==> src/hw/mem_bus_pkg.sv <==
package mem_bus_pkg;

  localparam int ADDR_W = 32; // byte address
  localparam int DATA_W = 32; // one word per access

  // who owns the single ram port
  typedef enum logic [1:0] {
    ARB_IDLE,
    ARB_FETCH,
    ARB_DATA
  } arb_state_e;

  typedef enum logic {
    MEM_LOAD,
    MEM_STORE
  } mem_op_e;

endpackage

==> src/hw/mem_arbiter.sv <==
module mem_arbiter (
  input  logic                           clk,
  input  logic                           rst,
  input  logic                           fetch_req_i,
  input  logic [mem_bus_pkg::ADDR_W-1:0] fetch_addr_i,
  input  logic                           data_req_i,
  input  mem_bus_pkg::mem_op_e           data_op_i,
  input  logic [mem_bus_pkg::ADDR_W-1:0] data_addr_i,
  input  logic [mem_bus_pkg::DATA_W-1:0] data_wdata_i,
  output logic                           fetch_done_o,
  output logic                           data_done_o,
  output logic [mem_bus_pkg::DATA_W-1:0] rdata_o,
  output logic                           ram_en_o,
  output logic                           ram_we_o,
  output logic [mem_bus_pkg::ADDR_W-1:0] ram_addr_o,
  output logic [mem_bus_pkg::DATA_W-1:0] ram_wdata_o,
  input  logic                           ram_done_i,
  input  logic [mem_bus_pkg::DATA_W-1:0] ram_rdata_i
);

  mem_bus_pkg::arb_state_e state_q, state_d;

  // grant in idle, access presented the same cycle
  always_comb begin
    state_d     = state_q;
    ram_en_o    = 1'b0;
    ram_we_o    = 1'b0;
    ram_addr_o  = fetch_addr_i;
    ram_wdata_o = data_wdata_i;
    case (state_q)
      mem_bus_pkg::ARB_IDLE: begin
        if (data_req_i) begin // data first
          ram_en_o   = 1'b1;
          ram_we_o   = (data_op_i == mem_bus_pkg::MEM_STORE);
          ram_addr_o = data_addr_i;
          state_d    = mem_bus_pkg::ARB_DATA;
        end else if (fetch_req_i) begin
          ram_en_o = 1'b1;
          state_d  = mem_bus_pkg::ARB_FETCH;
        end
      end
      mem_bus_pkg::ARB_FETCH,
      mem_bus_pkg::ARB_DATA: begin
        if (ram_done_i) begin
          state_d = mem_bus_pkg::ARB_IDLE; // free again next cycle
        end
      end
      default: state_d = mem_bus_pkg::ARB_IDLE;
    endcase
  end

  always_ff @(posedge clk) begin
    if (rst) begin
      state_q <= mem_bus_pkg::ARB_IDLE;
    end else begin
      state_q <= state_d;
    end
  end

  // done goes back to whoever owns the port
  assign fetch_done_o = ram_done_i & (state_q == mem_bus_pkg::ARB_FETCH);
  assign data_done_o  = ram_done_i & (state_q == mem_bus_pkg::ARB_DATA);
  assign rdata_o      = ram_rdata_i; // shared return bus

endmodule

==> config.mk <==
export PLATFORM = sky130hd
export DESIGN_NAME = mem_arbiter
export DESIGN_NICKNAME = d
export VERILOG_FILES = /design/src/hw/mem_bus_pkg.sv /design/src/hw/mem_arbiter.sv
export SDC_FILE = /design/constraint.sdc
export NUM_CORES = 1
export LEC_CHECK = 0
export ABC_CLOCK_PERIOD_IN_PS = 1300
export BUFFER_PORTS_ARGS = -buffer_cell sky130_fd_sc_hd__buf_2
export CORE_MARGIN = 10
export CORE_UTILIZATION = 23
export CTS_BUF_LIST = sky130_fd_sc_hd__clkbuf_8
export DETAILED_ROUTE_END_ITERATION = 10
export PLACE_DENSITY = 0.78
export SETUP_SLACK_MARGIN = 0.5
export SYNTH_ARGS = -nofsm -noshare
export SYNTH_HDL_FRONTEND = slang
export SYNTH_SLANG_ARGS = --single-unit
export TNS_END_PERCENT = 100
==> constraint.sdc <==
create_clock -name clk -period 1.3 [get_ports clk]
set_input_delay 0.065 -clock clk [delete_from_list [all_inputs] [get_ports clk]]
set_output_delay 0.065 -clock clk [all_outputs]
set_load 0.05 [all_outputs]
==> metrics.yaml <==
ir_drop_mv: 0.341
r2r-start: "state_q[1]"
hold_viol_final: 0
hold_path_end: "state_q[1]"
grt_setup_unrepaired: "yes"
whs_path_depth: 2
min_path_type: "primary input to register"
power.density_nw_per_um2: 969
cts_inserted_buffers: 3
portBuffers: 105
worst_r2r_endpoint: "state_q[1]"
core_area_um2: 4850
drc: 0
synth_area_leaders: "buf_4 (41%), mux2_4 (38%), ha_1 (4.3%), dfxtp_1 (3.4%), buf_6 (2.9%)"
violations: "setup timing"
top_register: "state_q"
top_regs: "state_q x2"
async_reset_ff_share_pct: 0
vias: 1033
ant_nets: 0
synth_top_area_cell: "buf_4"
ys_seq_area_share_pct: 3.40
clkTransAtPathRegs_ps: 30
synth_edf_count: 0
cp-end-kind: "output pin"
place_inst: 236
grt_max_degree: 11
finalNonFillerCells: 244
worst_pin_slew_ps: 221
grt.overflow.total: 0
fmax_mhz: 645
wl_mm: 4.69
die_area_um2: 8380
switching_share_pct: 46.2
post_drt_wl_per_cell_um: 19.2
ys_types: 18
cts.sinks: 2
p_leak_nw: 0.974
floorplan.initialDensity_pct: 24.3
path_cells: "inv_2, ha_4, nand2_8, buf_16, mux2_4, buf_6"
ys_warn_count: 0
io_pins: 234
viasPerCell: 4.23
start_kind: "register"
cts_tree: "built"
syn_nets: 260
clock_latency_ps: 210
hold_ws_ps: 28.9
hold_buffers: 0
critPathBufInv: 3
htreeDepth: 1
routabilityCongestion: 0.853
cpPeakStageDelay_ps: 330
synth_seq_cells: 2
syn_inst: 122
grt_pass1_vias: 1138
postSynthAreaPerCell_um2: 9.65
min-delay-start: "rst"
relSlewSlack_pct: 85.3
critPathRequiredTime_ps: 1240
p_clk_share_pct: 13.6
reg2reg_depth: 8
p_total_mw: 1.76
fin_nets: 317
synth-main-ff-cell: "dfxtp_1"
grt_pass1_wl_mm: 6.75
worstPathArrival_ps: 1480
combPwrFrac_pct: 82.1
status: "complete, but fails checks"
p_int_mw: 0.949
cts_max_path_buffers: 2
drive_above_1_share_pct: 94.9
setup_viol: 37
dp_hpwl_mm: 3.68
synthTopCellsByCount: "buf_4 (64), mux2_4 (30), ha_1 (4)"
path_max_fanout: 10
slowest_stage: "dfxtp_2"
fin_ws_ps: -250
period_needed_ps: 1550
cts_root_buf: "clkbuf_8"
fin_worst_skew_ps: 2.65
die_h_um: 91.5
syn_area_um2: 1180
path_class: "register to output pin"
drt-initial-drc-count: 20
cap_violations: 0
largest_reg_flops: 2
reg2reg_setup_slack_ps: -100
rows: 25
grt_util_all_layers_pct: 10.1
die_w_um: 91.5
area_delta_synth_final_pct: 54.6
crit_family: "buffers and inverters"
p_seq_share_pct: 4.3
switchingPower_mw: 0.814
final_max_slew_viol_count: 0
drt_first_pass_iters: 4
antenna_found_initial: 0
synth_top_area_share_pct: 40.8
synth.most_common_cell: "buf_4"
antenna_cells: 0
fin_crit_sh_pct: 119
-- how the worst max path moves through the flow --
stage | from | endpoint | slack, ps | cells after the start
finish | state_q[1] | ram_addr_o[21] | -250 | 6
floorplan | state_q[1] | ram_addr_o[0] | 50 | 5
CTS | state_q[1] | ram_addr_o[10] | -250 | 6
global route | state_q[0] | ram_addr_o[21] | -300 | 6
global placement | state_q[1] | ram_addr_o[10] | -90 | 6
detailed placement | state_q[1] | ram_addr_o[10] | -110 | 6
-- cells in the final DEF, fill, tap and decap left out --
cell type  netlist  layout
a21oi_1          2       2
and2_4           0       2
and3_4           0       1
buf_12           0       1
buf_16           0       1
buf_2            0      69
buf_4           64       6
buf_6            3      37
buf_8            0       5
clkbuf_8         0       3
dfxtp_2          0       2
ha_4             0       4
inv_2            0       2
mux2_4          30      32
nand2_8          0       1
nand2b_1         2       2
nand3_1          1       1
nand4b_1         1       1
nor2b_1          1       1
nor3b_4          0       1
o21a_4           0       1
o21ai_1          0       2
-- metal layers --
metal	wire length (um)	vias to the layer above	GRT usage [%]
met5	0	-	0
met4	74	0	3.79
met3	756	18	7.00
met2	2380	110	18.0
met1	1480	450	8.77
li1	-	455	-
-- cells by family after synthesis --
family | count (synthesis) | synth area share [%]
multiplexers | 32 | 40.2
flip-flops | 2 | 3.40
adder cells (fa/ha/maj) | 4 | 4.25
AND/OR/NAND/NOR | 10 | 5.53
AO/OA/AOI/OAI | 5 | 2.34
buffers and inverters | 69 | 44.3
-- through the flow --
step | worst slack (ps) | utilization [%] | cell area (um^2) | setup TNS (ps)
finish | -250 | 37.5 | 1820 | -7660
global route | -300 | 37.5 | 1820 | -9430
CTS | -252 | 36.9 | 1790 | -7500
detailed placement | -107 | 28.8 | 1400 | -2390
global placement | -85.2 | 28.8 | 1400 | -1880
floorplan | 52.0 | - | 1230 | 0
-- layout make-up --
| type | count | area, um^2 |
|---|---|---|
| inverters | 2 | 7.51 |
| repair buffers | 119 | 930 |
| flip-flops and latches | 2 | 42.5 |
| clock buffers | 3 | 41.3 |
| well taps | 67 | 83.8 |
| multi-input cells | 51 | 716 |
| fillers | 440 | 3030 |
-- repair_timing --
item / 4_1_cts / 5_1_grt
setup endpoints to repair: 38 / 38
buffers inserted: 2 / 2
cloned: 1 / 0
pin swaps: 5 / 2
resized for setup: 93 / 3
-- power groups by stage --
| stage | clock network [mW] | registers [mW] | logic, mW |
|---|---|---|---|
| 6_report | 0.240 | 0.0750 | 1.45 |
| 3_3_place_gp | 0 | 0.0747 | 1.12 |
| 2_1_floorplan | 0 | 0.0755 | 1.39 |
| 3_5_place_dp | 0 | 0.0747 | 1.13 |
| 4_1_cts | 0.252 | 0.0740 | 1.42 |
| 5_1_grt | 0.264 | 0.0752 | 1.51 |
Note: power is estimated with default switching activity, not from simulation.
