`config.mk`:
```
export PLATFORM = sky130hd
export DESIGN_NAME = pipeline_control
export DESIGN_NICKNAME = d
export VERILOG_FILES = /design/src/hw/pipe_ctrl_pkg.sv /design/src/hw/pipeline_control.sv
export SDC_FILE = /design/constraint.sdc
export NUM_CORES = 1
export LEC_CHECK = 0
export ABC_AREA = 1
export BUFFER_PORTS_ARGS = -buffer_cell sky130_fd_sc_hd__buf_4
export CAP_MARGIN = 20
export CORE_AREA = 2 2 39 41
export DETAILED_ROUTE_END_ITERATION = 10
export DIE_AREA = 0 0 41 43
export SLEW_MARGIN = 10
export SYNTH_ARGS = -nofsm -noshare
export SYNTH_HDL_FRONTEND = slang
export SYNTH_SLANG_ARGS = --single-unit
```
`constraint.sdc`:
```
create_clock -name vclk -period 1.9
set_input_delay 0.285 -clock vclk [all_inputs]
set_output_delay 0.285 -clock vclk [all_outputs]
set_load 0.01 [all_outputs]
```
`src/hw/pipe_ctrl_pkg.sv`:
```
package pipe_ctrl_pkg;

  // one bit per pipeline boundary, same order in stall and flush
  localparam int STAGE_PC     = 0;
  localparam int STAGE_PRE_IF = 1;
  localparam int STAGE_IF_ID  = 2;
  localparam int STAGE_ID_EX  = 3;
  localparam int STAGE_EX_MEM = 4;
  localparam int STAGE_MEM_WB = 5;

  localparam int NUM_STAGES = 6;

  localparam logic [NUM_STAGES-1:0] LOAD_USE_STALL   = 6'b000011; // hold pc, pre_if
  localparam logic [NUM_STAGES-1:0] LOAD_USE_FLUSH   = 6'b001000; // bubble into id_ex
  localparam logic [NUM_STAGES-1:0] JUMP_STALL       = 6'b000010;
  localparam logic [NUM_STAGES-1:0] JUMP_FLUSH       = 6'b000110; // wrong-path fetch + decode
  localparam logic [NUM_STAGES-1:0] MULDIV_STALL     = 6'b000111;
  localparam logic [NUM_STAGES-1:0] MULDIV_FLUSH     = 6'b010000; // bubble into ex_mem
  localparam logic [NUM_STAGES-1:0] TRAP_CSR_STALL   = 6'b111111; // freeze everything
  localparam logic [NUM_STAGES-1:0] TRAP_CSR_FLUSH   = 6'b001110;
  localparam logic [NUM_STAGES-1:0] TRAP_ECALL_STALL = 6'b000010;
  localparam logic [NUM_STAGES-1:0] TRAP_ECALL_FLUSH = 6'b001110;
  localparam logic [NUM_STAGES-1:0] RAM_MEM_STALL    = 6'b001111; // everything up to id_ex
  localparam logic [NUM_STAGES-1:0] RAM_MEM_FLUSH    = 6'b100000; // no writeback while waiting
  localparam logic [NUM_STAGES-1:0] RAM_IF_FLUSH     = 6'b000000; // fetch wait flushes nothing

  // fetch data missing, hold the front and feed a bubble
  localparam logic [NUM_STAGES-1:0] BUBBLE_STALL     = 6'b000111;
  localparam logic [NUM_STAGES-1:0] BUBBLE_FLUSH     = 6'b001000;

  localparam logic [NUM_STAGES-1:0] RESET_FLUSH      = 6'b011111;

  // winner of the priority chain
  typedef enum logic [3:0] {
    CAUSE_NONE,
    CAUSE_RAM_MEM,
    CAUSE_RAM_IF,
    CAUSE_TRAP_FLUSH,
    CAUSE_TRAP_STALL,
    CAUSE_JUMP_BUBBLE,
    CAUSE_JUMP,
    CAUSE_MULDIV,
    CAUSE_LOAD_USE,
    CAUSE_FETCH_BUBBLE
  } hazard_cause_e;

endpackage
```
`src/hw/pipeline_control.sv`:
```
module pipeline_control (
  input  logic                                 rst,
  input  logic                                 if_rdata_valid_i,      // fetch data arrived
  input  logic                                 ram_stall_valid_if_i,  // fetch waiting on ram
  input  logic                                 ram_stall_valid_mem_i, // load/store waiting
  input  logic                                 load_use_valid_id_i,
  input  logic                                 jump_valid_ex_i,
  input  logic                                 alu_mul_div_valid_ex_i,
  input  logic                                 trap_stall_valid_wb_i,
  input  logic                                 trap_flush_valid_wb_i,
  output logic [pipe_ctrl_pkg::NUM_STAGES-1:0] stall_o,
  output logic [pipe_ctrl_pkg::NUM_STAGES-1:0] flush_o
);

  pipe_ctrl_pkg::hazard_cause_e cause;

  // later stages win, memory waits above everything
  always_comb begin
    if (ram_stall_valid_mem_i) begin
      cause = pipe_ctrl_pkg::CAUSE_RAM_MEM;
    end else if (ram_stall_valid_if_i) begin
      cause = pipe_ctrl_pkg::CAUSE_RAM_IF;
    end else if (trap_flush_valid_wb_i) begin
      cause = pipe_ctrl_pkg::CAUSE_TRAP_FLUSH; // ecall style redirect
    end else if (trap_stall_valid_wb_i) begin
      cause = pipe_ctrl_pkg::CAUSE_TRAP_STALL; // csr access
    end else if (jump_valid_ex_i && !if_rdata_valid_i) begin
      cause = pipe_ctrl_pkg::CAUSE_JUMP_BUBBLE; // wait for fetch before redirect
    end else if (jump_valid_ex_i) begin
      cause = pipe_ctrl_pkg::CAUSE_JUMP;
    end else if (alu_mul_div_valid_ex_i) begin
      cause = pipe_ctrl_pkg::CAUSE_MULDIV;
    end else if (load_use_valid_id_i) begin
      cause = pipe_ctrl_pkg::CAUSE_LOAD_USE;
    end else if (!if_rdata_valid_i) begin
      cause = pipe_ctrl_pkg::CAUSE_FETCH_BUBBLE;
    end else begin
      cause = pipe_ctrl_pkg::CAUSE_NONE;
    end
  end

  // cause to preset pair, reset overrides
  always_comb begin
    stall_o = '0;
    flush_o = '0;
    if (rst) begin
      flush_o = pipe_ctrl_pkg::RESET_FLUSH; // stall stays clear
    end else begin
      case (cause)
        pipe_ctrl_pkg::CAUSE_RAM_MEM: begin
          stall_o = pipe_ctrl_pkg::RAM_MEM_STALL;
          flush_o = pipe_ctrl_pkg::RAM_MEM_FLUSH;
        end
        pipe_ctrl_pkg::CAUSE_RAM_IF: begin
          stall_o = pipe_ctrl_pkg::RAM_MEM_STALL; // same hold as a data wait
          flush_o = pipe_ctrl_pkg::RAM_IF_FLUSH;
        end
        pipe_ctrl_pkg::CAUSE_TRAP_FLUSH: begin
          stall_o = pipe_ctrl_pkg::TRAP_ECALL_STALL;
          flush_o = pipe_ctrl_pkg::TRAP_ECALL_FLUSH;
        end
        pipe_ctrl_pkg::CAUSE_TRAP_STALL: begin
          stall_o = pipe_ctrl_pkg::TRAP_CSR_STALL;
          flush_o = pipe_ctrl_pkg::TRAP_CSR_FLUSH;
        end
        pipe_ctrl_pkg::CAUSE_JUMP: begin
          stall_o = pipe_ctrl_pkg::JUMP_STALL;
          flush_o = pipe_ctrl_pkg::JUMP_FLUSH;
        end
        pipe_ctrl_pkg::CAUSE_MULDIV: begin
          stall_o = pipe_ctrl_pkg::MULDIV_STALL;
          flush_o = pipe_ctrl_pkg::MULDIV_FLUSH;
        end
        pipe_ctrl_pkg::CAUSE_LOAD_USE: begin
          stall_o = pipe_ctrl_pkg::LOAD_USE_STALL;
          flush_o = pipe_ctrl_pkg::LOAD_USE_FLUSH;
        end
        pipe_ctrl_pkg::CAUSE_JUMP_BUBBLE,
        pipe_ctrl_pkg::CAUSE_FETCH_BUBBLE: begin
          stall_o = pipe_ctrl_pkg::BUBBLE_STALL;
          flush_o = pipe_ctrl_pkg::BUBBLE_FLUSH;
        end
        default: begin
          stall_o = '0; // CAUSE_NONE, free running
          flush_o = '0;
        end
      endcase
    end
  end

endmodule

```
==> results by group <==
Route
  • DR WL met3: around 13 um
  • DR pass1 iterations: 4
  • Met1 wire length: between 300 and 400 um
  • Drt drc: 0
  • Vias/cell: roughly 4.3
  • Top Metal Used: met3
  • DRT iter0 DRCs: 2
  • WL met2: roughly 490 um
  • Vias post-DR: roughly 450
  • Avg WL per Cell: roughly 8.4 um
  • Wire length after detailed routing: around 880 um
  • Antenna-violating nets left: 0

Global routing
  • Initial antenna violation count: 0
  • Tot GR Track Use: 9.391%
  • Total grt overflow: 0
  • First-pass GRT wire length: ~1.2 mm
  • Largest net degree at the start of global routing: 8
  • Vias in the first global route: between 300 and 400

Worst setup path
  • Critical path peak fanout: 3
  • Required time worst endpoint: roughly 1.6 ns
  • Critical path arrival: around 1.6 ns
  • CP startpoint kind: primary input
  • Critical path start-end classification: primary input to output pin
  • Crit. End Element: output pin

STA
  • Final Cycle Share: 98.28%
  • Max-slew headroom: between 80% and 90%
  • Min Hold Slack: 0.7922 ns
  • RSZ-0062 raised after global routing: yes
  • Fmax: around 540 MHz
  • Min Tclk post-route: between 1.5 and 2 ns
  • Fin. max-slew vios: 0
  • Worst slew pin tran: between 0.2 and 0.25 ns
  • Final hold violations: 0
  • Setup tns final: 0 ns
  • Setup-failing EPs final: 0

Logic synthesis
  • Cells after synthesis: 64
  • Mean post-synth cell area: around 5.9 sq um
  • Mapped Area: roughly 380 sq um
  • YS warnings: 0
  • Synth Net Count: a little under 80
  • Seq/Total Area, Yosys: 0%
  • Unique cell type count in the Yosys netlist: 16

Finish
  • Reg area: 0 sq um
  • Design area: between 600 and 700 sq um
  • Layout area overhead: 72.37%
  • Layout cells sized above 1: between 60% and 70%
  • Commonest non-fill, non-tap cell in the layout: buf_4
  • Sequential cell count: 0
  • Commonest non-fill, non-tap cells in the layout: buf_4 (24), nand2_1 (10), inv_2 (6), inv_1 (6)
  • Final net count: roughly 100
  • Clock buffer count: 0
  • Post-Layout Cell Count: 104
  • Diodes inserted: 0

Outcome
  • Status: finished clean

Power
  • Worst vdd ir: approximately 0.077 mV
  • Power Density: between 200 and 250 nW/um^2
  • Leakage Power: 0.3554 nW
  • Final Power: roughly 0.16 mW

Floorplan
  • IO Pins: 21
  • Die width: 41 um
  • Die span in y: around 43 um
  • Die footprint: about 1800 sq um
  • Rows: 14
  • Starting density of the core: 27.49%
  • Core area: between 1000 and 1500 sq um

Placed design
  • Area after DPL: between 500 and 600 sq um
  • Post-DP HPWL: around 700 um
  • Quantity of I/O buffers inserted on ports: 21
  • GPL Wtd Cong: ~0.72
  • DP Cell Count: roughly 100

Run
  • Max-cap viol count: 0

Min path
  • Worst hold path type: primary input to output pin
==> layout make-up <==
type,count,area (sq um)
Tap cell,16,20.02
Timing Repair Buffer,27,214.0
Inverter,13,51.30
Fill cell,132,728.2
Multi-Input combinational cell,48,370.4
==> path summary, 6_finish.rpt <==
kind	startpoint	to	slack, ns	depth (start not counted)
max	if_rdata_valid_i	stall_o[0]	0.03	13
min	rst	flush_o[0]	0.79	2
==> where the power goes <==
group | total [mW] | switching (mW) | internal (mW)
sequential | 0 | 0 | 0
clock | 0 | 0 | 0
combinational | 0.162 | 0.0823 | 0.0793
total | 0.162 | 0.0823 | 0.0793
==> routing by layer <==
| layer | vias to the layer above | track usage, % |
|---|---|---|
| li1 | 245 | - |
| met1 | 196 | 12.97 |
| met2 | 5 | 16.56 |
| met3 | 0 | 0 |
| met4 | 0 | 0 |
| met5 | - | 0 |
==> cell usage after synthesis <==
cell type	number	area, sq um
inv_4	1	6.260
nand2_2	2	12.51
nand3_1	5	25.02
a31oi_1	1	6.260
o21ai_0	2	10.01
ha_1	4	50.05
nor2_4	3	33.78
nand2_1	12	45.04
nor2_1	6	22.52
inv_1	10	37.54
o21ai_1	2	10.01
nand2_4	5	56.30
inv_2	2	7.510
a21oi_1	5	25.02
buf_4	3	22.52
nand3_2	1	10.01
==> stage by stage <==
step                setup slack (ns)  utilization [%]
CTS                          0.01071            41.68
finish                       0.03262            47.38
floorplan                     0.1361                -
global route                -0.04769            47.38
global placement            -0.01158            40.33
detailed placement          -0.02168            40.33
==> critical path: stages <==
cell	delay (ns)
buf_4	0.12
inv_2	0.06
nand2_1	0.05
nand2_1	0.07
nand2_2	0.06
a21oi_2	0.15
nor2_2	0.06
buf_4	0.13
ha_1	0.20
nand3_2	0.09
nand2_2	0.07
a21oi_2	0.12
buf_4	0.13
==> cell families after synthesis <==
logic type / share of synthesized area, %
adders and majority gates: 13.16
and+or+nand+nor: 53.94
buffers and inverters: 19.41
AOI/OAI and AO/OA: 13.49
==> what timing repair did <==
action	in CTS	in global routing
hold buffers	0	0
resized for setup	4	18
buffers inserted	0	3
endpoints found under the setup margin	2	10
pin swaps	1	6
No activity file was read; power rests on OpenSTA's default activity.
