<file path="config.mk">
export PLATFORM = sky130hd
export DESIGN_NAME = load_store_port
export DESIGN_NICKNAME = d
export VERILOG_FILES = /design/src/hw/mem_bus_pkg.sv /design/src/hw/load_store_port.sv
export SDC_FILE = /design/constraint.sdc
export NUM_CORES = 1
export LEC_CHECK = 0
export BUFFER_PORTS_ARGS = -buffer_cell sky130_fd_sc_hd__buf_2
export CORE_AREA = 2 2 91 67
export CTS_CLUSTER_DIAMETER = 200
export DETAILED_ROUTE_END_ITERATION = 7
export DIE_AREA = 0 0 93 69
export MAX_ROUTING_LAYER = met4
export PLACE_DENSITY = 0.73
export SLEW_MARGIN = 20
export SYNTH_ARGS = -nofsm -noshare
export SYNTH_HDL_FRONTEND = slang
export SYNTH_SLANG_ARGS = --single-unit
export TNS_END_PERCENT = 20
</file>
<file path="constraint.sdc">
create_clock -name clk -period 1.08 [get_ports clk]
set_clock_uncertainty 0.15 [all_clocks]
set_input_delay 0.108 -clock clk [delete_from_list [all_inputs] [get_ports clk]]
set_output_delay 0.108 -clock clk [all_outputs]
set_load 0.005 [all_outputs]
</file>
<file path="src/hw/mem_bus_pkg.sv">
package mem_bus_pkg;

  localparam int ADDR_W = 32; // byte address
  localparam int DATA_W = 32; // one word per access

  // who owns the single ram port
  typedef enum logic [1:0] {
    ARB_IDLE,
    ARB_FETCH,
    ARB_DATA
  } arb_state_e;

  typedef enum logic {
    MEM_LOAD,
    MEM_STORE
  } mem_op_e;

endpackage

</file>
<file path="src/hw/load_store_port.sv">
module load_store_port (
  input  logic                           clk,
  input  logic                           rst,
  input  logic                           ls_req_i,   // held by mem stage until ls_done_o
  input  mem_bus_pkg::mem_op_e           ls_op_i,
  input  logic [mem_bus_pkg::ADDR_W-1:0] ls_addr_i,
  input  logic [mem_bus_pkg::DATA_W-1:0] ls_wdata_i,
  output logic                           data_req_o,
  output mem_bus_pkg::mem_op_e           data_op_o,
  output logic [mem_bus_pkg::ADDR_W-1:0] data_addr_o,
  output logic [mem_bus_pkg::DATA_W-1:0] data_wdata_o,
  input  logic                           data_done_i,
  input  logic [mem_bus_pkg::DATA_W-1:0] data_rdata_i,
  output logic                           mem_wait_o,
  output logic [mem_bus_pkg::DATA_W-1:0] ls_rdata_o,
  output logic                           ls_done_o
);

  logic                           done_q;
  logic [mem_bus_pkg::DATA_W-1:0] rdata_q;

  // forwarded the same cycle so an idle arbiter grants at once
  // masked in the done cycle, mem stage still holds its request there
  assign data_req_o   = ls_req_i & ~done_q;
  assign data_op_o    = ls_op_i;
  assign data_addr_o  = ls_addr_i;
  assign data_wdata_o = ls_wdata_i;

  // holds the mem stage until the ram answers
  assign mem_wait_o = data_req_o & ~data_done_i;

  assign ls_done_o  = done_q;
  assign ls_rdata_o = rdata_q;

  always_ff @(posedge clk) begin
    if (rst) begin
      done_q <= 1'b0;
    end else begin
      done_q <= data_done_i; // one cycle pulse
    end
  end

  // load data only, stores leave the last value
  always_ff @(posedge clk) begin
    if (data_done_i && ls_op_i == mem_bus_pkg::MEM_LOAD) begin
      rdata_q <= data_rdata_i;
    end
  end

endmodule

</file>
==> key figures, run 1 <==
Placement
  • DP HPWL: ~1900 um
  • Final Wtd Congestion: slightly below 0.7
  • DP Worst Slack: -0.0291 ns
  • Port-buffer cells: just over 70

Worst hold path
  • Min-Delay Path Class: in2out

Logic synthesis
  • Syn Inst Count: approximately 100
  • Post-Syn Area: 1510 um^2
  • Seq cells post-synth: 33
  • Seq/Total Area, Yosys: about two thirds
  • Synthesis Warnings: 0
  • Post-synthesis net count: about 200
  • Number of library cell types mapped by synthesis: 6
  • Syn_area_per_cell: 14.8 um^2

Critical path
  • Critical path's top delay family: flip-flops
  • Critical Path RT: 0.82 ns
  • Startpoint types: flip-flop
  • Critical path data arrival time: between 0.8 and 0.9 ns
  • CP Capture Type: primary output
  • Slowest CP cell: dfxtp_2
  • Critical-path cell list: nor3b_2, buf_2
  • Slowest stage delay, CP: between 0.3 and 0.4 ns
  • Kind of critical path: reg2out
  • CP Max Fanout: 3
  • CP Buf/Inv Count: 1

Timing
  • Finish-stage setup viols: 1
  • RSZ-0062 raised after global routing: true
  • Max Slew Vio Count: 0
  • Hold Slack: ~0.066 ns
  • Final Critical Period: ~1.1 ns
  • Worst relative slew slack: 92.3%
  • Max Freq: around 0.9 GHz
  • Fin. Hold Viols: 0
  • Tcrit/Tclk final: 105%
  • Slew @ Worst Pin: around 0.12 ns
  • Final worst slack: -0.0552 ns

Pwr
  • Total chip power: between 2 and 3 mW
  • Sequential Power Share: approximately half
  • Comb power frac: ~10%
  • Cell Pwr Density: roughly 1500 nW/um^2
  • Peak supply drop: approximately 0.72 mV
  • Net switching power: ~0.54 mW
  • Pint: 2.45 mW
  • LEAKAGE: 0.825 nW
  • Clock share of power: about two fifths
  • Switching share of power: 18.1%

Cells and area
  • # fillers: roughly 550
  • Antenna cell count: 0
  • Share of cells above drive strength 1: a little under three fifths
  • Area Overhead vs Synth: 30.3%
  • Area of the multi-input gates: ~38 um^2
  • FF+latch area: about 980 um^2
  • Utilization after layout: between 30% and 40%
  • Layout net count: about 250

Die
  • Die area: between 6000 and 7000 um^2
  • Die Wd: a little over 90 um
  • Initial core utilization: between 20% and 30%
  • I/O pins: 201
  • Core Box Area: around 5500 um^2
  • Die height: about 69 um
  • Row cnt: 23

Global routing
  • Initial antenna violation count: 0
  • First-pass GRT wire length: between 4000 and 5000 um
  • Vias in the first global route: 917
  • Gr ovfl total: 0
  • GR Util All Layers: under 10%
  • Largest net degree at the start of global routing: 20

Route
  • Post-Route WL: 2870 um
  • Antenna Violating Nets Remaining: 0
  • Via density: between 3 and 4
  • WL/cell: 12.6 um
  • Vias: 847
  • TritonRoute pass-1 iters: 2
  • DRC viols: 0
  • Initial DRC count: 9

Clock tree
  • H-tree depth: 2
  • CTS tree: built
  • CTS max path bufs: 2
  • Clk slew on worst S/H paths: 0.07 ns
  • Num CTS Buffers: 5
  • CTS sink cnt: 33
  • Clock Tree Root: clkbuf_8

Outcome
  • Violated checks: negative setup slack
  • Status: finished with violations

Job
  • Maxcap violations: 0
-- cells in the final DEF (no fill, tap or decap), drive strengths merged --
cell type,Yosys,routed
nor2b,1,1
clkbuf,0,7
dfxtp,1,1
bufinv,0,1
edfxtp,32,32
dlygate4sd3,0,33
and2b,2,2
nor3b,1,1
buf,65,74
-- stage by stage --
stage               cells  area (um^2)  setup TNS, ns
finish                227         1960        -0.0552
floorplan             102         1510              0
detailed placement    186         1510         -0.530
CTS                   227         1960        -0.0803
global route          227         1960         -0.248
global placement      186         1510         -0.347
-- power groups by stage --
| stage | clock network, mW | registers, mW | logic (mW) |
|---|---|---|---|
| finish | 1.17 | 1.52 | 0.306 |
| global route | 1.27 | 1.53 | 0.333 |
| CTS | 1.20 | 1.52 | 0.307 |
| detailed placement | 0 | 1.55 | 0.217 |
| global placement | 0 | 1.54 | 0.213 |
| floorplan | 0 | 1.56 | 0.221 |
-- sequential cells by signal, summed over array words and instances (netlist names) --
signal and flops:
ls_rdata_o 32, ls_done_o 1
-- per-layer routing --
metal / wire length (um) / track usage, % / vias to the layer above
met5: 0 / - / -
met4: 43 / 3.92 / 0
li1: - / - / 372
met2: 1310 / 12.6 / 88
met1: 1080 / 9.67 / 379
met3: 439 / 7.76 / 8
-- layout make-up --
type	instances	area share, %
Clock buffer	7	4.40
Tap cell	75	4.79
Timing Repair Buffer	107	37.3
Multi-Input combinational cell	4	1.91
Clock inverter	1	1.53
Sequential cell	33	50.1
-- cells by family after synthesis --
family	synth area share, %
DFF	65.2
buffers and inverters	32.4
and+or+nand+nor	2.41
-- synth_stat cells, drive strengths merged --
master,instances,area share (%)
nor2b,1,0.42
edfxtp,32,64
nor3b,1,0.83
dfxtp,1,1.3
buf,65,32
and2b,2,1.2
-- timing repair --
action	4_1_cts	5_1_grt
endpoints found under the hold margin	33	0
setup buffers	0	0
resized for setup	1	0
endpoints found under the setup margin	2	9
hold buffers	33	0
-- path summary, 6_finish.rpt --
kind         start              to  depth (start not counted)
max      ls_done_o      mem_wait_o                          2
min   ls_addr_i[7]  data_addr_o[7]                          0
No activity file was read; power rests on OpenSTA's default activity.
==> inputs of run 2 (changes only) <==
--- a/config.mk
+++ b/config.mk
@@ -7,6 +7,7 @@
 export LEC_CHECK = 0
 export BUFFER_PORTS_ARGS = -buffer_cell sky130_fd_sc_hd__buf_2
 export CORE_AREA = 2 2 91 67
+export CTS_BUF_LIST = sky130_fd_sc_hd__clkbuf_4 sky130_fd_sc_hd__clkbuf_8 sky130_fd_sc_hd__clkbuf_16
 export CTS_CLUSTER_DIAMETER = 200
 export DETAILED_ROUTE_END_ITERATION = 7
 export DIE_AREA = 0 0 93 69
==> run 2 against run 1 <==
Effect of this change:
- die area unchanged
- critical path depth unchanged
- worst hold slack unchanged
- first-iteration DRC count unchanged
- combinational power about the same
- flip-flop and latch count unchanged
- clock power about the same
- the run still ends with negative setup slack left
- design area increased by 0.19%
- core utilization increased by 0.068 points
- critical endpoint unchanged
==> key figures, run 2 (same netlist as run 1, synthesis figures left out) <==
Cells and area
  • Area Overhead vs Synth: 30.5%
  • Max reg flops: 32
  • Finished Layout Cells: approximately 230
  • Antenna cell count: 0
  • Design area: ~2000 um^2
  • Share of cells above drive strength 1: around 57%
  • # fillers: 547
  • Most common cell after layout, fill and taps aside: buf_2
  • Most frequent cells in the layout: buf_2, dlygate4sd3_1, edfxtp_1
  • Layout net count: approximately 250

Worst hold path
  • Hold Crit Depth: 0
  • Hold wc startpoint: ls_addr_i[7]
  • End of the worst hold path: data_addr_o[7]
  • Min-Delay Path Class: in2out

Timing
  • Max Slew Vio Count: 0
  • Setup TNS: -0.0552 ns
  • RSZ-0062 raised after global routing: true
  • Max Freq: around 0.88 GHz
  • Hold Slack: 0.0660 ns
  • Final Critical Period: 1.14 ns
  • Tcrit/Tclk final: 105%
  • Slew @ Worst Pin: between 0.1 and 0.15 ns
  • Final worst slack: -0.0552 ns
  • Fin. Hold Viols: 0
  • Finish-stage setup viols: 1
  • Worst relative slew slack: 92.3%

Route
  • Antenna Violating Nets Remaining: 0
  • TritonRoute pass-1 iters: 2
  • Post-Route WL: ~2900 um
  • Via density: 3.73
  • Initial DRC count: 9
  • WL/cell: 12.6 um
  • DRC viols: 0
  • Vias: around 850

Clock tree
  • H-tree depth: 2
  • Clk slew on worst S/H paths: approximately 0.070 ns
  • Clock Tree Root: clkbuf_8
  • CTS sink cnt: 33
  • CTS tree: built
  • Num CTS Buffers: 5
  • Post-CTS Repair Setup Buffers: 0
  • CTS max path bufs: 2

Placement
  • Port-buffer cells: between 70 and 80
  • Dpl cells: approximately 190
  • DP HPWL: between 1500 and 2000 um
  • Final Wtd Congestion: roughly 0.69
  • Dpl cell area: approximately 1500 um^2

Die
  • Die area: 6420 um^2
  • I/O pins: 201
  • Die Wd: around 93 um
  • Row cnt: 23
  • Core Box Area: around 5500 um^2
  • Die height: approximately 69 um
  • Initial core utilization: 27.2%

Global routing
  • First-pass GRT wire length: between 4000 and 5000 um
  • Initial antenna violation count: 0
  • Largest net degree at the start of global routing: 20
  • Gr ovfl total: 0
  • Vias in the first global route: between 900 and 1000
  • GR Util All Layers: under 10%

Outcome
  • Violated checks: negative setup slack
  • Status: finished with violations

Critical path
  • CP Max Fanout: 3
  • Critical Path RT: just over 0.8 ns
  • Kind of critical path: reg2out
  • Startpoint types: flip-flop
  • CP Capture Type: primary output
  • Critical path data arrival time: roughly 0.88 ns

Job
  • Maxcap violations: 0

Pwr
  • Cell Pwr Density: 1540 nW/um^2
  • LEAKAGE: about 0.83 nW
  • Peak supply drop: about 0.73 mV
[run 2: worst max-delay path, stage by stage (launching register included)]
cell and delay, ns:
dfxtp_2 0.33, nor3b_2 0.14, buf_2 0.13
[run 2: area by class of cell]
cell class / instances / area (um^2) / area share (%)
Sequential cell: 33 / 982 / 50.0
Timing Repair Buffer: 107 / 731 / 37.2
Tap cell: 75 / 93.8 / 4.78
Clock buffer: 7 / 90.1 / 4.59
Multi-Input combinational cell: 4 / 37.5 / 1.91
Clock inverter: 1 / 30.0 / 1.53
[run 2: timing repair]
| action | 4_1_cts | 5_1_grt |
|---|---|---|
| gates resized for setup | 1 | 0 |
| hold buffers | 33 | 0 |
| cloned | 0 | 0 |
| hold endpoints to repair | 33 | 0 |
| endpoints found under the setup margin | 2 | 9 |
[run 2: power breakdown]
part	internal, mW	switching (mW)
registers	1.50	0.0202
clock network	0.777	0.415
logic	0.199	0.107
[run 2: metal layers]
layer  track usage [%]  part of all wire [%]
met1              9.67                    38
met2              12.6                    45
met3              7.76                    15
met4              3.92                   1.5
met5                 -                     0
[run 2: worst max path at each step]
| stage | start | endpoint | slack, ns |
|---|---|---|---|
| after floorplan | ls_op_i | ls_rdata_o[0] | 0.02 |
| after global placement | ls_op_i | ls_rdata_o[19] | -0.02 |
| after detailed placement | ls_op_i | ls_rdata_o[20] | -0.03 |
| after CTS | ls_done_o | mem_wait_o | -0.07 |
| after global routing | ls_done_o | mem_wait_o | -0.12 |
| final | ls_done_o | mem_wait_o | -0.06 |
[run 2: metrics by stage]
step	util [%]	worst slack (ns)	total power, mW
after floorplan	-	0.0169	1.78
after global placement	27.4	-0.0198	1.76
after detailed placement	27.4	-0.0291	1.76
after CTS	35.6	-0.0734	3.05
after global routing	35.6	-0.116	3.16
final	35.6	-0.0552	3.02
