[src/hw/mem_bus_pkg.sv]
package mem_bus_pkg;

  localparam int ADDR_W = 32; // byte address
  localparam int DATA_W = 32; // one word per access

  // who owns the single ram port
  typedef enum logic [1:0] {
    ARB_IDLE,
    ARB_FETCH,
    ARB_DATA
  } arb_state_e;

  typedef enum logic {
    MEM_LOAD,
    MEM_STORE
  } mem_op_e;

endpackage

[src/hw/pipe_ctrl_pkg.sv]
package pipe_ctrl_pkg;

  // one bit per pipeline boundary, same order in stall and flush
  localparam int STAGE_PC     = 0;
  localparam int STAGE_PRE_IF = 1;
  localparam int STAGE_IF_ID  = 2;
  localparam int STAGE_ID_EX  = 3;
  localparam int STAGE_EX_MEM = 4;
  localparam int STAGE_MEM_WB = 5;

  localparam int NUM_STAGES = 6;

  localparam logic [NUM_STAGES-1:0] LOAD_USE_STALL   = 6'b000011; // hold pc, pre_if
  localparam logic [NUM_STAGES-1:0] LOAD_USE_FLUSH   = 6'b001000; // bubble into id_ex
  localparam logic [NUM_STAGES-1:0] JUMP_STALL       = 6'b000010;
  localparam logic [NUM_STAGES-1:0] JUMP_FLUSH       = 6'b000110; // wrong-path fetch + decode
  localparam logic [NUM_STAGES-1:0] MULDIV_STALL     = 6'b000111;
  localparam logic [NUM_STAGES-1:0] MULDIV_FLUSH     = 6'b010000; // bubble into ex_mem
  localparam logic [NUM_STAGES-1:0] TRAP_CSR_STALL   = 6'b111111; // freeze everything
  localparam logic [NUM_STAGES-1:0] TRAP_CSR_FLUSH   = 6'b001110;
  localparam logic [NUM_STAGES-1:0] TRAP_ECALL_STALL = 6'b000010;
  localparam logic [NUM_STAGES-1:0] TRAP_ECALL_FLUSH = 6'b001110;
  localparam logic [NUM_STAGES-1:0] RAM_MEM_STALL    = 6'b001111; // everything up to id_ex
  localparam logic [NUM_STAGES-1:0] RAM_MEM_FLUSH    = 6'b100000; // no writeback while waiting
  localparam logic [NUM_STAGES-1:0] RAM_IF_FLUSH     = 6'b000000; // fetch wait flushes nothing

  // fetch data missing, hold the front and feed a bubble
  localparam logic [NUM_STAGES-1:0] BUBBLE_STALL     = 6'b000111;
  localparam logic [NUM_STAGES-1:0] BUBBLE_FLUSH     = 6'b001000;

  localparam logic [NUM_STAGES-1:0] RESET_FLUSH      = 6'b011111;

  // winner of the priority chain
  typedef enum logic [3:0] {
    CAUSE_NONE,
    CAUSE_RAM_MEM,
    CAUSE_RAM_IF,
    CAUSE_TRAP_FLUSH,
    CAUSE_TRAP_STALL,
    CAUSE_JUMP_BUBBLE,
    CAUSE_JUMP,
    CAUSE_MULDIV,
    CAUSE_LOAD_USE,
    CAUSE_FETCH_BUBBLE
  } hazard_cause_e;

endpackage
[src/hw/fetch_port.sv]
module fetch_port #(
  parameter logic [mem_bus_pkg::ADDR_W-1:0] RESET_PC = '0
) (
  input  logic                                 clk,
  input  logic                                 rst,
  input  logic [pipe_ctrl_pkg::NUM_STAGES-1:0] stall_i,
  input  logic [pipe_ctrl_pkg::NUM_STAGES-1:0] flush_i,
  input  logic                                 jump_i,
  input  logic [mem_bus_pkg::ADDR_W-1:0]       jump_target_i,
  output logic                                 fetch_req_o,
  output logic [mem_bus_pkg::ADDR_W-1:0]       fetch_addr_o,
  input  logic                                 fetch_done_i,
  input  logic [mem_bus_pkg::DATA_W-1:0]       fetch_rdata_i,
  output logic                                 fetch_wait_o,
  output logic                                 instr_valid_o,
  output logic [mem_bus_pkg::DATA_W-1:0]       instr_o,
  output logic [mem_bus_pkg::ADDR_W-1:0]       pc_o
);

  logic [mem_bus_pkg::ADDR_W-1:0] pc_q;  // address of the fetch in flight
  logic                           run_q; // fetching enabled, low only in reset
  logic                           discard_q; // fetch in flight is stale
  logic                           pc_hold;
  logic                           jump_take;
  logic                           kill_if;

  assign pc_hold   = stall_i[pipe_ctrl_pkg::STAGE_PC];
  assign jump_take = jump_i & ~pc_hold;
  assign kill_if   = flush_i[pipe_ctrl_pkg::STAGE_PRE_IF] | flush_i[pipe_ctrl_pkg::STAGE_IF_ID];

  // request level stays up, arbiter regrants after each done
  assign fetch_req_o  = run_q;
  assign fetch_addr_o = pc_q;
  assign fetch_wait_o = run_q & ~fetch_done_i; // starving until data shows up

  // data goes straight out in the done cycle
  assign instr_valid_o = fetch_done_i & ~discard_q;
  assign instr_o       = fetch_rdata_i;
  assign pc_o          = pc_q; // pc still points at the returning word

  always_ff @(posedge clk) begin
    if (rst) begin
      pc_q      <= RESET_PC;
      run_q     <= 1'b0;
      discard_q <= 1'b0;
    end else begin
      run_q <= 1'b1;
      if (jump_take) begin
        pc_q <= jump_target_i; // redirect wins over sequential
      end else if (instr_valid_o && !pc_hold) begin
        pc_q <= pc_q + 32'd4;
      end
      // stale-fetch marker, dropped when that fetch returns
      if (fetch_done_i) begin
        discard_q <= 1'b0;
      end else if (run_q && (jump_take || kill_if)) begin
        discard_q <= 1'b1;
      end
    end
  end

endmodule

[config.mk]
export PLATFORM = sky130hd
export DESIGN_NAME = fetch_port
export DESIGN_NICKNAME = d
export VERILOG_FILES = /design/src/hw/mem_bus_pkg.sv /design/src/hw/pipe_ctrl_pkg.sv /design/src/hw/fetch_port.sv
export SDC_FILE = /design/constraint.sdc
export NUM_CORES = 1
export LEC_CHECK = 0
export CELL_PAD_IN_SITES_DETAIL_PLACEMENT = 1
export CELL_PAD_IN_SITES_GLOBAL_PLACEMENT = 1
export CORE_ASPECT_RATIO = 2
export CORE_MARGIN = 2
export CORE_UTILIZATION = 45
export CTS_CLUSTER_DIAMETER = 30
export DETAILED_ROUTE_END_ITERATION = 6
export DONT_BUFFER_PORTS = 1
export PLACE_DENSITY_LB_ADDON = 0.15
export SLEW_MARGIN = 20
export SYNTH_ARGS = -nofsm -noshare
export SYNTH_HDL_FRONTEND = slang
export SYNTH_SLANG_ARGS = --single-unit
[constraint.sdc]
create_clock -name clk -period 5.43 [get_ports clk]
set_input_delay 0.2715 -clock clk [delete_from_list [all_inputs] [get_ports clk]]
set_output_delay 0.2715 -clock clk [all_outputs]
set_load 0.01 [all_outputs]
==> summary.txt, run 1 <==
run status -> complete, no violations
CTS tree -> done
WL final -> 7.56 mm
Syn Inst Count -> 348
P per Cell Area -> 303 mW/mm^2
DIE HEIGHT -> 111 um
Crit. End Element -> register
Yosys cell types -> 52
Core ar. -> 0.00561 sq mm
mapped cell area -> 0.00258 sq mm
DR DRC count -> 0
setup_tns -> 0 ps
routability cong. -> 0.885
Slowest-stage cell, CP -> nor4_2
worst rel slew slack -> 0.323
DR iter-0 viols -> 113
vias per cell -> 6.92
Yosys warning count -> 0
number of synthesized register bits -> 34
VDD IR max -> 0.211 mV
Leak -> 0.729 nW
area share of the largest cell type after synthesis -> 0.263
RSZ-0062 raised after global routing -> false
Async SR Flop Fraction -> 0
Tot GR Track Use -> 0.244
largest net degree at the start of global routing -> 39
Synth area leader -> dfxtp_1
critical path's largest stage delay -> 800 ps
syn_area_per_cell -> 7.43 sq um
Post-synth EDFFs -> 0
clk_lat worst skew -> 290 ps
worst hold path class -> primary input to register
Crit. Startpoint -> fetch_addr_o[5]$_SDFFE_PP0P_
via count -> 2319
startpoint types -> register
clk slew on worst S/H paths -> 60 ps
max-slew violations -> 0
minimum clock period -> 2530 ps
Layout fillers -> 695
Post-synth top cells -> buf_4, dfxtp_1, nor2_1
CP max FO -> 11
number of CTS-inserted buffers -> 5
hpwl dp -> 5.26 mm
antenna cell count -> 0
# setup viols final -> 0
post-synthesis sequential area ratio -> 0.263
Worst EP required -> 5640 ps
initial cell density of the core -> 0.461
die width -> 57.6 um
Row Count -> 39
final hold vios -> 0
Die ar. -> 0.00640 sq mm
CTS max path bufs -> 2
Routed Antenna Nets -> 0
Critical Path End -> fetch_addr_o[30]$_SDFFE_PP0P_
clk_skew -> 4.15 ps
NumNets Final -> 354
vias in the first global route -> 2277
reg2reg end -> fetch_addr_o[30]$_SDFFE_PP0P_
post_cts resized -> 0
most frequent cell after synthesis -> buf_4
worst path arrival time -> 2730 ps
first-pass GRT wire length -> 12.3 mm
Synth area leaders -> dfxtp_1, buf_4, nor2_1, nand2_1, o21ai_0
Top Ports -> 179
R2R Path Start -> fetch_addr_o[5]$_SDFFE_PP0P_
Area Growth Syn to Fin -> -11.6%
total global routing overflow -> 0
CTS Sinks -> 34
top_reg_cell synth -> dfxtp_1
Post-CTS Setup Inserts -> 0
worst slew pin tran -> 1020 ps
WS Path Type -> register to register
TritonRoute pass-1 iters -> 4
reg2reg path depth -> 5
cts hold-fix bufs -> 0
initial antenna violation count -> 0
syn_nets -> 429
achievable frequency -> 0.396 GHz
input/output buffers -> 0
period utilisation layout -> 0.465
Root Driver -> clkbuf_16
critical-path cell list -> nand4_2, nor4_2, a311oi_1, a41o_1, nor3_1
share of cells above drive strength 1 -> 0.0657
setup slack, reg-to-reg -> 2900 ps
Util after Layout -> 0.407
max_cap viols -> 0
routed len/inst -> 22.6 um
# H-tree levels -> 2
==> power by group <==
| group | switching (mW) | total [mW] | internal (mW) | leakage, nW |
|---|---|---|---|---|
| Combinational | 0.0391 | 0.0663 | 0.0272 | 0.366 |
| Clock | 0.111 | 0.319 | 0.208 | 0.0832 |
| Sequential | 0.0439 | 0.309 | 0.265 | 0.279 |
==> through the flow <==
step	power, mW	area (sq um)	std cells	hold slack, ps	setup WS [ps]
6_report	0.694	2290	335	52.4	2900
5_1_grt	0.723	2290	335	46.8	2670
2_1_floorplan	0.404	2580	348	351	3610
4_1_cts	0.702	2290	335	43.6	2920
3_5_place_dp	0.381	2120	327	348	2930
3_3_place_gp	0.376	2120	327	346	2970
==> placed cells by master (no fill, tap or decap), types with 4 or more instances in the layout <==
master | netlist | routed
nand4_1 | 15 | 15
and2_1 | 4 | 4
nor3_1 | 13 | 13
a32o_1 | 5 | 5
o22ai_1 | 4 | 4
nand3_1 | 10 | 10
nand2_1 | 29 | 29
nor2_1 | 30 | 30
xor2_1 | 5 | 5
inv_1 | 6 | 6
a31oi_1 | 6 | 6
o21ai_0 | 21 | 21
a21oi_1 | 19 | 19
clkbuf_16 | 0 | 5
dfxtp_1 | 34 | 34
a22oi_1 | 8 | 8
==> routing by layer <==
layer  wire, um  GRT usage  vias up  share of wire
met1       2990      0.278     1144           0.40
met5          0          0        -              0
met3        567     0.0887       14          0.075
met4        202      0.107        0          0.027
met2       3800      0.397      108           0.50
li1           -          -     1053              -
==> flip-flops by register name, summed over array words and instances (netlist names) <==
name / cells
fetch_addr_o: 32
discard_q: 1
fetch_req_o: 1
==> cell families after synthesis <==
| group | count (synthesis) | share of synthesized area |
|---|---|---|
| buf+inv | 90 | 0.225 |
| xor+xnor | 5 | 0.0169 |
| compound gates | 86 | 0.219 |
| fa+ha+maj | 1 | 0.00484 |
| flops | 34 | 0.263 |
| mux | 2 | 0.00774 |
| simple gates | 130 | 0.263 |
==> how the worst min path moves through the flow <==
stage,from,end,slack [ps],cells past startpoint
6_report,rst,fetch_addr_o[13]$_SDFFE_PP0P_,50,1
5_1_grt,rst,fetch_addr_o[6]$_SDFFE_PP0P_,50,1
4_1_cts,rst,fetch_addr_o[2]$_SDFFE_PP0P_,40,1
3_5_place_dp,rst,fetch_addr_o[1]$_SDFFE_PP0P_,350,1
3_3_place_gp,rst,fetch_addr_o[22]$_SDFFE_PP0P_,350,1
2_1_floorplan,fetch_done_i,discard_q$_SDFFE_PP0P_,350,1
==> final cells by class <==
class	count	area, sq um	area share
multi-input combinational	224	1330	0.580
sequential	34	681	0.298
tap	61	76.3	0.0334
timing repair buffer	2	15.0	0.00657
inverter	6	22.5	0.00985
clock buffer	8	166	0.0728
==> critical path, delay by kind of cell, from the launching register on <==
kind / cells / cell delay (ps)
AO/OA/AOI/OAI: 2 / 490
flip-flops: 1 / 600
AND/OR/NAND/NOR: 3 / 1350
Note: power is estimated with default switching activity, not from simulation.
==> inputs of run 2 (changes only) <==
--- a/config.mk
+++ b/config.mk
@@ -9,7 +9,7 @@
 export CELL_PAD_IN_SITES_GLOBAL_PLACEMENT = 1
 export CORE_ASPECT_RATIO = 2
 export CORE_MARGIN = 2
-export CORE_UTILIZATION = 45
+export CORE_UTILIZATION = 42
 export CTS_CLUSTER_DIAMETER = 30
 export DETAILED_ROUTE_END_ITERATION = 6
 export DONT_BUFFER_PORTS = 1
==> constraint.sdc (replaced) <==
create_clock -name clk -period 2.5 [get_ports clk]
set_input_delay 0.125 -clock clk [delete_from_list [all_inputs] [get_ports clk]]
set_output_delay 0.125 -clock clk [all_outputs]
set_load 0.01 [all_outputs]
==> run 2 against run 1 <==
Design area is 6.7% higher; non-clock buffer count up 23; hold slack worse by 47 ps; register-to-register slack got worse by 2500 ps; routed wire length grew 6.8%; setup slack got worse by 2500 ps; flip-flop and latch count unchanged; via count is 1.4% higher; core utilization is 0.23 points higher; sequential share of layout area shrank 1.9 points; global-route usage up 0.59 points; critical path type unchanged; largest cell class unchanged; largest power group is now registers.
==> summary.txt, run 2 (synthesized netlist as in run 1, its figures left out) <==
most frequent cells in the layout -> dfxtp_1, nor2_1, nand2_1 (unchanged)
largest net degree at the start of global routing -> 38 (was 39)
max_cap viols -> 0 (unchanged)
critical path's largest stage delay -> 520 ps (was 800 ps)
Tot GR Track Use -> 0.250 (was 0.244)
Slowest-stage cell, CP -> dfxtp_1 (was nor4_2)
final hold vios -> 0 (unchanged)
WL final -> 8.07 mm (was 7.56 mm)
share of cells above drive strength 1 -> 0.111 (was 0.0657)
NumNets Final -> 377 (was 354)
clk slew on worst S/H paths -> 50 ps (was 60 ps)
initial cell density of the core -> 0.434 (was 0.461)
critical-path cell list -> ha_1, nand2_1, nor4_2, nor4b_1, o21ai_0, a31oi_1 (was nand4_2, nor4_2, a311oi_1, a41o_1, nor3_1)
RSZ-0062 raised after global routing -> false (unchanged)
final instance area -> 0.00244 sq mm (was 0.00229 sq mm)
Area after DPL -> 0.00226 sq mm (was 0.00212 sq mm)
Row Count -> 40 (was 39)
routed len/inst -> 22.5 um (was 22.6 um)
TritonRoute pass-1 iters -> 4 (unchanged)
routability cong. -> 0.736 (was 0.885)
setup_tns -> 0 ps (unchanged)
Top Ports -> 179 (unchanged)
minimum clock period -> 2110 ps (was 2530 ps)
CP max FO -> 6 (was 11)
Root Driver -> clkbuf_16 (unchanged)
Post-CTS Setup Inserts -> 0 (unchanged)
Worst EP required -> 2710 ps (was 5640 ps)
Leak -> 0.824 nW (was 0.729 nW)
Die ar. -> 0.00684 sq mm (was 0.00640 sq mm)
achievable frequency -> 0.474 GHz (was 0.396 GHz)
DR iter-0 viols -> 71 (was 113)
clk_lat worst skew -> 290 ps (about the same)
hpwl dp -> 5.76 mm (was 5.26 mm)
DR DRC count -> 0 (unchanged)
Crit. End Element -> register (unchanged)
CTS tree -> done (unchanged)
via count -> 2352 (was 2319)
# H-tree levels -> 2 (unchanged)
commonest non-fill, non-tap cell in the layout -> dfxtp_1 (unchanged)
P per Cell Area -> 590 mW/mm^2 (was 303 mW/mm^2)
DIE HEIGHT -> 115 um (was 111 um)
max reg flops -> 32 (unchanged)
number of CTS-inserted buffers -> 5 (unchanged)
run status -> complete, no violations (unchanged)
worst path arrival time -> 2310 ps (was 2730 ps)
CTS max path bufs -> 2 (unchanged)
# setup viols final -> 0 (unchanged)
WS Path Type -> register to register (unchanged)
VDD IR max -> 0.357 mV (was 0.211 mV)
first-pass GRT wire length -> 12.7 mm (was 12.3 mm)
worst rel slew slack -> 0.357 (was 0.323)
total global routing overflow -> 0 (unchanged)
Core ar. -> 0.00596 sq mm (was 0.00561 sq mm)
vias per cell -> 6.55 (was 6.92)
max-slew violations -> 0 (unchanged)
Routed Antenna Nets -> 0 (unchanged)
Area Growth Syn to Fin -> -5.61% (was -11.6%)
worst hold path class -> primary input to register (unchanged)
clk_skew -> 2.48 ps (was 4.15 ps)
worst slew pin tran -> 961 ps (was 1020 ps)
vias in the first global route -> 2431 (was 2277)
die width -> 59.5 um (was 57.6 um)
antenna cell count -> 0 (unchanged)
CTS Sinks -> 34 (unchanged)
initial antenna violation count -> 0 (unchanged)
period utilisation layout -> 0.843 (was 0.465)
input/output buffers -> 0 (unchanged)
startpoint types -> register (unchanged)
-- run 2: cell count changes in the layout (fill, tap and decap cells not counted), sizes merged --
cell / previous run / this run
clkbuf: 8 / 7
dlygate4sd3: 0 / 5
buf: 2 / 20
-- run 2: what timing repair did --
item,CTS,global route
hold buffers,5,0
endpoints found under the hold margin,22,0
gates resized for setup,0,0
-- run 2: path summary, 6_finish.rpt --
| kind | start | end | slack (ps) | depth (start not counted) |
|---|---|---|---|---|
| worst max-delay path | fetch_addr_o[2]$_SDFFE_PP0P_ | fetch_addr_o[20]$_SDFFE_PP0P_ | 390 | 6 |
| worst min-delay path | jump_target_i[20] | fetch_addr_o[20]$_SDFFE_PP0P_ | 6 | 2 |
| worst max register to register | fetch_addr_o[2]$_SDFFE_PP0P_ | fetch_addr_o[20]$_SDFFE_PP0P_ | 390 | 6 |
| worst min register to register | discard_q$_SDFFE_PP0P_ | discard_q$_SDFFE_PP0P_ | 540 | 2 |
-- run 2: critical path: cells and delay by family, from the launching register on --
kind            cells  cell delay [ps]
flops               1              520
compound gates      2              270
fa+ha+maj           1              310
simple gates        3              930
-- run 2: routing by layer --
layer  global-route usage  share of wire  vias up
li1                     -              -     1091
met1                0.249           0.36     1147
met2                0.453           0.55       87
met3               0.0585          0.058       27
met4                0.136          0.036        0
met5                    0              0        -
-- run 2: through the flow --
stage                util  power (mW)  setup WS (ps)  hold slack (ps)  instances
floorplan               -       0.878            678              204        348
global placement    0.379       0.839            459              197        347
detailed placement  0.379       0.845            408              199        347
CTS                 0.410        1.46            384             3.05        359
global route        0.410        1.50            203             7.96        359
finish              0.410        1.44            392             5.53        359
-- run 2: final cells by class --
cell class                      count  area (sq um)
Timing Repair Buffer               25           200
Clock buffer                        7           133
Tap cell                           63          78.8
Multi-Input combinational cell    224          1330
Sequential cell                    34           681
Fill cell                         765          3520
Inverter                            6          22.5
-- run 2: where the power goes --
| group | internal [mW] | leakage (nW) | switching, mW |
|---|---|---|---|
| combinational | 0.0778 | 0.481 | 0.115 |
| clock | 0.364 | 0.0640 | 0.234 |
| sequential | 0.575 | 0.279 | 0.0748 |
